[src/msr_pkg.sv]
//****************************************
// Widths, MSR addresses, op codes, PSR
// fields and the CPUID word
//****************************************
package msr_pkg;

   // Data path and register widths
   localparam int DATA_W = 32;
   localparam int PSR_W  = 10;
   localparam int ADDR_W = 3;
   localparam int OP_W   = 2;

   typedef logic [DATA_W-1:0] data_t;
   typedef logic [PSR_W-1:0]  psr_t;
   typedef logic [ADDR_W-1:0] msr_addr_t;
   typedef logic [OP_W-1:0]   msr_op_t;

   // MSR address map, 6 and 7 are unused
   localparam msr_addr_t MSR_PSR    = 3'd0;
   localparam msr_addr_t MSR_CPUID  = 3'd1;
   localparam msr_addr_t MSR_EPSR   = 3'd2;
   localparam msr_addr_t MSR_EPC    = 3'd3;
   localparam msr_addr_t MSR_ELSA   = 3'd4;
   localparam msr_addr_t MSR_COREID = 3'd5;

   // Request kinds
   localparam msr_op_t OP_READ       = 2'd0;
   localparam msr_op_t OP_WRITE      = 2'd1;
   localparam msr_op_t OP_EXC_ENTER  = 2'd2;
   localparam msr_op_t OP_EXC_RETURN = 2'd3;

   // PSR field positions
   localparam int PSR_CC   = 0;
   localparam int PSR_RM   = 4;
   localparam int PSR_IRE  = 5;
   localparam int PSR_IMME = 6;
   localparam int PSR_DMME = 7;

   localparam psr_t PSR_WMASK = psr_t'((1 << PSR_CC) | (1 << PSR_RM) | (1 << PSR_IRE) |
                                       (1 << PSR_IMME) | (1 << PSR_DMME));
   // Out of reset the core sits in root mode
   localparam psr_t PSR_RESET = psr_t'(1 << PSR_RM);

   // Feature flags from bit 18 up: immu dmmu icache dcache debug fpu irqc tsc
   localparam logic [7:0] CPUID_VER  = 8'd1;
   localparam logic [9:0] CPUID_REV  = 10'd0;
   localparam logic [7:0] CPUID_FEAT = 8'b1100_0001;
   localparam data_t CPUID_VALUE = {6'd0, CPUID_FEAT, CPUID_REV, CPUID_VER};

   // Set while an exception handler runs
   typedef enum logic {
      ST_RUN,
      ST_HANDLER
   } bank_state_t;

endpackage

[src/msr_req_if.sv]
//****************************************
// Decoded MSR request, decode to execute
//****************************************
`timescale 1ns/1ps

interface msr_req_if;
   import msr_pkg::*;

   logic      valid;
   logic      ready;
   msr_op_t   op;
   msr_addr_t addr;
   data_t     wdata;
   data_t     pc;
   data_t     lsa;
   // Classified once in decode
   logic      addr_bad;
   logic      ro_hit;

   modport producer (
      output valid, op, addr, wdata, pc, lsa, addr_bad, ro_hit,
      input  ready
   );

   modport consumer (
      input  valid, op, addr, wdata, pc, lsa, addr_bad, ro_hit,
      output ready
   );

endinterface

[src/msr_decode.sv]
//****************************************
// Request register and address decode
//****************************************
`timescale 1ns/1ps

module msr_decode (
   input  logic                clk,
   input  logic                rst_n,
   input  logic                req_valid,
   output logic                req_ready,
   input  msr_pkg::msr_op_t    req_op,
   input  msr_pkg::msr_addr_t  req_addr,
   input  msr_pkg::data_t      req_wdata,
   input  msr_pkg::data_t      req_pc,
   input  msr_pkg::data_t      req_lsa,
   msr_req_if.producer         dec
);
   import msr_pkg::*;

   logic req_fire;
   logic is_rw;
   logic bad_nxt;
   logic ro_nxt;

   // Free when empty or drained this cycle
   assign req_ready = !dec.valid || dec.ready;
   assign req_fire  = req_valid && req_ready;

   // Address only matters for reads and writes
   assign is_rw   = (req_op == OP_READ) || (req_op == OP_WRITE);
   assign bad_nxt = is_rw && (req_addr > MSR_COREID);
   assign ro_nxt  = (req_op == OP_WRITE) &&
                    ((req_addr == MSR_CPUID) || (req_addr == MSR_COREID));

   always_ff @(posedge clk) begin
      if (!rst_n) begin
         dec.valid <= 1'b0;
      end else if (req_fire) begin
         dec.valid <= 1'b1;
      end else if (dec.ready) begin
         dec.valid <= 1'b0;
      end
   end

   always_ff @(posedge clk) begin
      if (req_fire) begin
         dec.op       <= req_op;
         dec.addr     <= req_addr;
         dec.wdata    <= req_wdata;
         dec.pc       <= req_pc;
         dec.lsa      <= req_lsa;
         dec.addr_bad <= bad_nxt;
         dec.ro_hit   <= ro_nxt;
      end
   end

   // A stalled request must not change under the bank
   a_dec_stable: assert property (@(posedge clk) disable iff (!rst_n)
      (dec.valid && !dec.ready) |=>
         (dec.valid && $stable({dec.op, dec.addr, dec.wdata, dec.pc, dec.lsa,
                                dec.addr_bad, dec.ro_hit})));

endmodule

[src/msr_bank.sv]
//****************************************
// Execute stage with PSR, EPSR, EPC, ELSA
//****************************************
`timescale 1ns/1ps

module msr_bank #(
   parameter int unsigned CORE_ID = 0
) (
   input  logic            clk,
   input  logic            rst_n,
   msr_req_if.consumer     dec,
   output logic            exe_valid,
   input  logic            exe_ready,
   output msr_pkg::data_t  exe_data,
   output logic            exe_err
);
   import msr_pkg::*;

   psr_t        psr, psr_nxt;
   psr_t        epsr, epsr_nxt;
   data_t       epc, epc_nxt;
   data_t       elsa, elsa_nxt;
   bank_state_t state, state_nxt;
   logic        fire;

   // No storage here, so stall straight through
   assign exe_valid = dec.valid;
   assign dec.ready = exe_ready;
   assign fire      = dec.valid && exe_ready;

   always_comb begin
      psr_nxt   = psr;
      epsr_nxt  = epsr;
      epc_nxt   = epc;
      elsa_nxt  = elsa;
      state_nxt = state;
      exe_data  = '0;
      exe_err   = 1'b0;
      case (dec.op)
         OP_READ: begin
            if (dec.addr_bad) begin
               exe_err = 1'b1;
            end else begin
               case (dec.addr)
                  MSR_PSR:    exe_data = data_t'(psr);
                  MSR_CPUID:  exe_data = CPUID_VALUE;
                  MSR_EPSR:   exe_data = data_t'(epsr);
                  MSR_EPC:    exe_data = epc;
                  MSR_ELSA:   exe_data = elsa;
                  MSR_COREID: exe_data = data_t'(CORE_ID);
                  default:    exe_err  = 1'b1;
               endcase
            end
         end
         OP_WRITE: begin
            if (dec.addr_bad || dec.ro_hit) begin
               exe_err = 1'b1;
            end else begin
               case (dec.addr)
                  MSR_PSR: begin
                     psr_nxt  = dec.wdata[PSR_W-1:0] & PSR_WMASK;
                     exe_data = data_t'(psr_nxt);
                  end
                  MSR_EPSR: begin
                     epsr_nxt = dec.wdata[PSR_W-1:0];
                     exe_data = data_t'(epsr_nxt);
                  end
                  MSR_EPC: begin
                     epc_nxt  = dec.wdata;
                     exe_data = epc_nxt;
                  end
                  MSR_ELSA: begin
                     elsa_nxt = dec.wdata;
                     exe_data = elsa_nxt;
                  end
                  default: exe_err = 1'b1;
               endcase
            end
         end
         OP_EXC_ENTER: begin
            // Save context, then enter root mode with translation off
            epsr_nxt          = psr;
            epc_nxt           = dec.pc;
            elsa_nxt          = dec.lsa;
            psr_nxt[PSR_RM]   = 1'b1;
            psr_nxt[PSR_IRE]  = 1'b0;
            psr_nxt[PSR_IMME] = 1'b0;
            psr_nxt[PSR_DMME] = 1'b0;
            state_nxt         = ST_HANDLER;
            exe_data          = data_t'(psr_nxt);
         end
         default: begin
            if (state == ST_HANDLER) begin
               psr_nxt   = epsr & PSR_WMASK;
               state_nxt = ST_RUN;
               exe_data  = epc;
            end else begin
               // Return with no handler active
               exe_err = 1'b1;
            end
         end
      endcase
   end

   always_ff @(posedge clk) begin
      if (!rst_n) begin
         psr   <= PSR_RESET;
         epsr  <= '0;
         epc   <= '0;
         elsa  <= '0;
         state <= ST_RUN;
      end else if (fire) begin
         psr   <= psr_nxt;
         epsr  <= epsr_nxt;
         epc   <= epc_nxt;
         elsa  <= elsa_nxt;
         state <= state_nxt;
      end
   end

   a_psr_mask: assert property (@(posedge clk) disable iff (!rst_n)
      (psr & ~PSR_WMASK) == '0);

   a_enter_rm: assert property (@(posedge clk) disable iff (!rst_n)
      (fire && dec.op == OP_EXC_ENTER) |=> psr[PSR_RM]);

endmodule

[src/msr_result.sv]
//****************************************
// Response register with back-pressure
//****************************************
`timescale 1ns/1ps

module msr_result (
   input  logic            clk,
   input  logic            rst_n,
   input  logic            exe_valid,
   output logic            exe_ready,
   input  msr_pkg::data_t  exe_data,
   input  logic            exe_err,
   output logic            rsp_valid,
   input  logic            rsp_ready,
   output msr_pkg::data_t  rsp_data,
   output logic            rsp_err
);
   import msr_pkg::*;

   data_t data_q;
   logic  err_q;
   logic  exe_fire;

   // Take a new response when empty or being read out
   assign exe_ready = !rsp_valid || rsp_ready;
   assign exe_fire  = exe_valid && exe_ready;

   always_ff @(posedge clk) begin
      if (!rst_n) begin
         rsp_valid <= 1'b0;
      end else if (exe_fire) begin
         rsp_valid <= 1'b1;
      end else if (rsp_ready) begin
         rsp_valid <= 1'b0;
      end
   end

   always_ff @(posedge clk) begin
      if (exe_fire) begin
         data_q <= exe_data;
         err_q  <= exe_err;
      end
   end

   assign rsp_data = data_q;
   assign rsp_err  = err_q;

   // Held response stays put until the consumer takes it
   a_rsp_hold: assert property (@(posedge clk) disable iff (!rst_n)
      (rsp_valid && !rsp_ready) |=> (rsp_valid && $stable({rsp_data, rsp_err})));

endmodule

[src/msr_unit.sv]
//****************************************
// MSR unit top, decode/bank/result
//****************************************
`timescale 1ns/1ps

module msr_unit #(
   parameter int unsigned CORE_ID = 0
) (
   input  logic                clk,
   input  logic                rst_n,
   // Request side
   input  logic                req_valid,
   output logic                req_ready,
   input  msr_pkg::msr_op_t    req_op,
   input  msr_pkg::msr_addr_t  req_addr,
   input  msr_pkg::data_t      req_wdata,
   input  msr_pkg::data_t      req_pc,
   input  msr_pkg::data_t      req_lsa,
   // Response side
   output logic                rsp_valid,
   input  logic                rsp_ready,
   output msr_pkg::data_t      rsp_data,
   output logic                rsp_err
);
   import msr_pkg::*;

   logic  exe_valid;
   logic  exe_ready;
   data_t exe_data;
   logic  exe_err;

   msr_req_if i_req_if ();

   msr_decode i_decode (
      .clk       (clk),
      .rst_n     (rst_n),
      .req_valid (req_valid),
      .req_ready (req_ready),
      .req_op    (req_op),
      .req_addr  (req_addr),
      .req_wdata (req_wdata),
      .req_pc    (req_pc),
      .req_lsa   (req_lsa),
      .dec       (i_req_if.producer)
   );

   msr_bank #(
      .CORE_ID (CORE_ID)
   ) i_bank (
      .clk       (clk),
      .rst_n     (rst_n),
      .dec       (i_req_if.consumer),
      .exe_valid (exe_valid),
      .exe_ready (exe_ready),
      .exe_data  (exe_data),
      .exe_err   (exe_err)
   );

   msr_result i_result (
      .clk       (clk),
      .rst_n     (rst_n),
      .exe_valid (exe_valid),
      .exe_ready (exe_ready),
      .exe_data  (exe_data),
      .exe_err   (exe_err),
      .rsp_valid (rsp_valid),
      .rsp_ready (rsp_ready),
      .rsp_data  (rsp_data),
      .rsp_err   (rsp_err)
   );

endmodule

[config.mk]
export PLATFORM = sky130hd
export DESIGN_NAME = msr_unit
export DESIGN_NICKNAME = d
export VERILOG_FILES = /design/src/msr_pkg.sv /design/src/msr_req_if.sv /design/src/msr_decode.sv /design/src/msr_bank.sv /design/src/msr_result.sv /design/src/msr_unit.sv
export SDC_FILE = /design/constraint.sdc
export NUM_CORES = 1
export LEC_CHECK = 0
export BUFFER_PORTS_ARGS = -buffer_cell sky130_fd_sc_hd__buf_2
export CAP_MARGIN = 20
export CORE_UTILIZATION = 51
export DETAILED_ROUTE_END_ITERATION = 7
export GPL_ROUTABILITY_DRIVEN = 0
export PLACE_DENSITY_LB_ADDON = 0.3
export SLEW_MARGIN = 10
export SYNTH_ARGS = -nofsm -noshare
export SYNTH_HDL_FRONTEND = slang
export SYNTH_SLANG_ARGS = --single-unit
[constraint.sdc]
create_clock -name clk -period 4.1 [get_ports clk]
set_clock_uncertainty 0.15 [all_clocks]
set_input_delay 0.82 -clock clk [delete_from_list [all_inputs] [get_ports clk]]
set_output_delay 0.82 -clock clk [all_outputs]
set_load 0.03 [all_outputs]
# After elaboration in Yosys (flattened, before gate mapping)
# Cells that the tools add are included.
# totals
ff_bits,223
inputBits,105
output_inout_bits,35
word_cells,98
# classes
order_cmp,1
n_eq_ne,15
muxes,32
n_bitwise,3
n_reduce_logical,30
# ops
cell,n
32-bit 2-to-1 mux,7
32-bit case mux with 3 select lines,2
32-bit case mux with 5 select lines,1
32-bit case mux with 2 select lines,2
10-bit 2-to-1 mux,5
10-bit case mux with 2 select lines,1
4-bit case mux with 3 select lines,1
4-bit AND reduction,3
2-bit != test (second input constant),5
5-bit AND reduction,2
3-bit == test (second input constant),3
1-bit 2-to-1 mux,9
4-bit case mux with 2 select lines,1
2-bit nonzero test,4
3-bit by 1-bit == test with 1-bit output (second input constant),2
3-bit by 2-bit == test with 1-bit output (second input constant),2
2-bit OR reduction,3
6-bit OR reduction,1
1-bit logical OR,5
2-bit by 1-bit == test with 1-bit output (second input constant),2
1-bit logical AND,4
2-bit zero test,2
2-bit case mux with 2 select lines,1
4-bit OR reduction,1
9 further kinds,12

# Depth between registers and ports, before layout
# depth
ltp_word,5
mapped_depth,8
mapped_depth_nobuf,6

# Hierarchy
# Synthesis repeated with hierarchy kept, for this count alone.
# hier_totals
hier_cells,709
area_unflattened_um2,8992.4
# by_module_without_submodules
module,n_inst,cells_per_inst,area_per_inst_um2,seq_area_each_um2
msr_bank,1,560,4773.3,1601.5
msr_decode,1,111,3170.5,3113.0
msr_result,1,38,1048.5,1011.0

# Worst setup path before layout
# Ideal clock, no wire load.
# synth_path
path_kind,input-to-reg
startpoint,input port rsp_ready
endpoint,"register i_decode.dec.addr[0], enable pin"
setup_time_ns,0.473
t_arrival_ns,3.570
required_time_ns,3.477
path_slack_ns,-0.093
cell_stages,3
path_buffers,0
cell_sequence,nor2b_1 > nand2_1 > and2_1
# synth_via
elab_chain_len,3
# synth_lines
element,line,text
"start, declared",msr_unit.sv:21,"input logic rsp_ready,"
1-bit logical OR,msr_result.sv:25,assign exe_ready = !rsp_valid || rsp_ready;
1-bit logical OR,msr_decode.sv:26,assign req_ready = !dec.valid || dec.ready;
net req_ready,msr_unit.sv:13,"output logic req_ready,"
1-bit logical AND,msr_decode.sv:27,assign req_fire = req_valid && req_ready;
net i_decode.req_fire,msr_decode.sv:20,logic req_fire;
"end signal, assigned",msr_decode.sv:48,dec.addr <= req_addr;
"end, declared",msr_req_if.sv:21,"output valid, op, addr, wdata, pc, lsa, addr_bad, ro_hit,"
# The timed path passes the listed nets, and every way through them passes these cells.
# A chain may end at the register's enable or synchronous reset.

# Final worst setup path
# layout_path
startpoint,register i_decode.dec.op[1]
endpoint,register i_bank.elsa[2]
# layout_via
elab_chain_len,3
word_cells_on_any_way,7
cone_classes,eq/ne: 4; mux: 1; reduce/logical: 2
# layout_lines
element,line,text
"start, declared",msr_req_if.sv:21,
"start signal, assigned",msr_decode.sv:47,dec.op <= req_op;
2-bit by 1-bit == test with 1-bit output / 2-bit == test (equally long branches),msr_bank.sv:39,case (dec.op)
2-bit != test (no line) / 2-bit nonzero test (equally long branches),-,
4-bit AND reduction (no line),-,
"end signal, assigned",msr_bank.sv:116,elsa <= elsa_nxt;
"end, declared",msr_bank.sv:22,"data_t elsa, elsa_nxt;"
# Parallel ways exist; a longest one is shown, timed or not.

==> impl_metrics.csv <==
group,metric,value,unit
timing,maxSlewHeadroom,0.3507,
timing,fin_setup_tns,0,ns
clock_tree,htreeDepth,1,
worst_setup_path,worstPathArrival,3.13,ns
power,p_leak,4.354,nW
grt,grt_pass1_vias,6473,
timing,hold_viol_final,0,
clock_tree,worstSkewPairLatency,0.51,ns
final_layout,multi_input_area,3282,sq um
power,clkPwrFrac,0.405,
power,ir_drop,0.0004448,V
grt,grt_pass1_wl,34290,um
worst_setup_path,worstSetupPathType,"reg2reg",
clock_tree,cts.sinks,218,
floorplan,pin_count,140,
yosys,synth_area_leaders,"edfxtp_1, dfxtp_1, mux2i_1",
yosys,synth_cell_types,51,
grt,antenna_found_initial,0,
grt,grt_usage,0.2370,
yosys,yosysMostFrequentCell,"edfxtp_1",
timing,min_period_over_period,0.6920,
clock_tree,holdBufCountCts,0,
yosys,synth-edff-count,136,
clock_tree,cts_buffers,24,
timing,rsz0062_at_grt,"no",
yosys,synth-main-ff-cell,"edfxtp_1",
final_layout,fillers,1411,
routing,drt_pre_antenna_iters,4,
yosys,ys_top_cells_by_count,"edfxtp_1, dfxtp_1, a21oi_1",
final_layout,nNetsFinal,979,
timing,slew_viol_final,0,
clock_tree,cts_setup_buffers,0,
yosys,seq_area_frac_synth,0.6155,
clock_tree,cts_tree,"done",
routing,ant_nets,0,
floorplan,dieArea,18780,sq um
placed_design,portBuffers,139,
yosys,yosysTopAreaCell,"edfxtp_1",
floorplan,die_y,137.1,um
final_layout,drive_above_1_share,0.2342,
routing,vias_per_cell,6.159,
floorplan,core_region_area,17900,sq um
timing,tightest_slew,0.9726,ns
final_layout,final_cell_area,10960,sq um
yosys,yosys_warnings,0,
worst_setup_path,worstSetupEndpointType,"flip-flop",
yosys,synthArstFlopShare,0,
grt,grt_start_max_net_pins,66,
floorplan,die_w,137.1,um
timing,setup-violations-final,0,
final_layout,n_antenna_cell,0,
clock_tree,cts_buffer_depth,3,
routing,drt_iter0_drc,610,
job,max-cap-violations,0,
grt,overflow,0,
power,comb_power_share,0.087,
timing,fmax,0.3525,GHz
final_layout,final_util,0.6122,
timing,min_period,2.837,ns
worst_hold_path,hold_class,"reg2reg",
power,power_density,454.3,nW/um^2
floorplan,initial_utilization,0.5196,
routing,wl_per_cell,20.05,um
power,seqPwrFrac,0.508,
worst_setup_path,crit_path_start_kind,"flip-flop",
yosys,synth_top_area_share,0.4390,
worst_setup_path,crit_required,4.39,ns
power,internal-power,3.811,mW
placed_design,dpl.hpwl,13700,um
yosys,netlist_instances,754,
power,power.switching,1.168,mW
yosys,syn_avg_cell_area,12.34,sq um
routing,vias,6880,
yosys,synth_nets,863,
power,p_sw_frac,0.2346,
clock_tree,cts_root_buffer,"clkbuf_16",
routing,drt-total-wl,22400,um
yosys,synth_area,9303,sq um
clock_tree,cts_resized,0,
worst_setup_path,crit_path_max_fanout,23,
timing,holdWs,0.3156,ns
status,status,"finished clean",
final_layout,area_growth,17.81,%
routing,drc,0,
yosys,synth_seq_cells,218,
clock_tree,cts.clk_slew.worst_paths,0.06,ns
final_layout,regArea,5725,sq um
placed_design,post_dp_cell_area,10210,sq um
floorplan,rows,49,
[critical path: stages, from the launching register on]
cell and delay, ns:
edfxtp_1 0.41, inv_1 0.09, ha_1 0.47, and3_2 0.58, and2_1 0.67, buf_12 0.24
o211a_1 0.14
[cell type report]
class | instances | area share
inverter | 7 | 0.002398
clock buffer | 37 | 0.06485
tap | 229 | 0.02614
sequential | 218 | 0.5224
timing repair buffer | 161 | 0.08152
multi-input combinational | 458 | 0.2995
clock inverter | 7 | 0.003197
[kinds of logic after synthesis]
kind of cell	synth area share
AND/OR/NAND/NOR	0.08204
multiplexers	0.06698
flip-flops	0.6155
AO/OA/AOI/OAI	0.1941
adder cells (fa/ha/maj)	0.005380
buffers and inverters	0.03605
[worst paths after layout]
check	start	to	slack [ns]	cells after the start
worst max-delay path	i_decode.dec.op[1]	i_bank.elsa[2]	1.26	6
worst min register to register	i_bank.epsr[2]	i_bank.epsr[2]	0.32	2
worst max register to register	i_decode.dec.op[1]	i_bank.elsa[2]	1.26	6
worst min-delay path	i_bank.epsr[2]	i_bank.epsr[2]	0.32	2
[per-layer routing]
layer  up-vias  routed length, um  share of wire  GRT usage
met1      3346               9532           0.43     0.3202
met3        55               1509          0.067    0.04000
met4         0                707          0.032    0.09219
met2       314              10650           0.48     0.3802
met5         -                  0              0          0
li1       3165                  -              -          -
[registers in the layout (all words and copies together), names as in the netlist]
register,count
i_bank.state,1
i_bank.psr,5
i_decode.dec.addr_bad,1
i_bank.epc,32
i_decode.dec.lsa,32
i_bank.epsr,10
i_result.rsp_valid,1
i_result.rsp_err,1
i_decode.dec.ro_hit,1
i_result.rsp_data,32
i_bank.elsa,32
i_decode.dec.pc,32
i_decode.dec.addr,3
i_decode.dec.valid,1
i_decode.dec.op,2
i_decode.dec.wdata,32
[placed cells by master (no fill, tap or decap), drive strengths merged, types with 2 or more instances in the layout]
| master | count |
|---|---|
| and3b | 2 |
| nor3 | 5 |
| buf | 161 |
| nand4 | 7 |
| nand2 | 44 |
| a22o | 22 |
| mux2i | 60 |
| clkbuf | 37 |
| o21ai | 19 |
| nand3 | 38 |
| and2 | 5 |
| inv | 8 |
| a311oi | 5 |
| nor2b | 12 |
| edfxtp | 136 |
| a31oi | 3 |
| nand3b | 2 |
| o211a | 36 |
| ha | 4 |
| clkinv | 6 |
| a221oi | 22 |
| and3 | 9 |
| a221o | 9 |
| mux2 | 2 |
| o21a | 2 |
| a21oi | 75 |
| dfxtp | 82 |
| nor2 | 11 |
| or3b | 2 |
| a22oi | 5 |
| a2bb2oi | 3 |
| nand2b | 6 |
| o2111ai | 2 |
| a211oi | 31 |
[power by group through the flow]
stage | logic, mW | clock network (mW) | registers, mW
finish | 0.434 | 2.02 | 2.53
floorplan | 0.251 | 0 | 2.58
detailed placement | 0.431 | 0 | 2.57
global placement | 0.423 | 0 | 2.57
CTS | 0.434 | 2.05 | 2.53
global route | 0.469 | 2.13 | 2.54
[stage by stage]
step                worst slack [ns]  total power [mW]  std cells
floorplan                      1.035             2.832        754
global placement               1.228             2.995       1072
detailed placement             1.193             3.002       1073
CTS                            1.285             5.008       1117
global route                   1.084             5.139       1117
finish                         1.263             4.979       1117
Power figures use the tool's default switching activity.
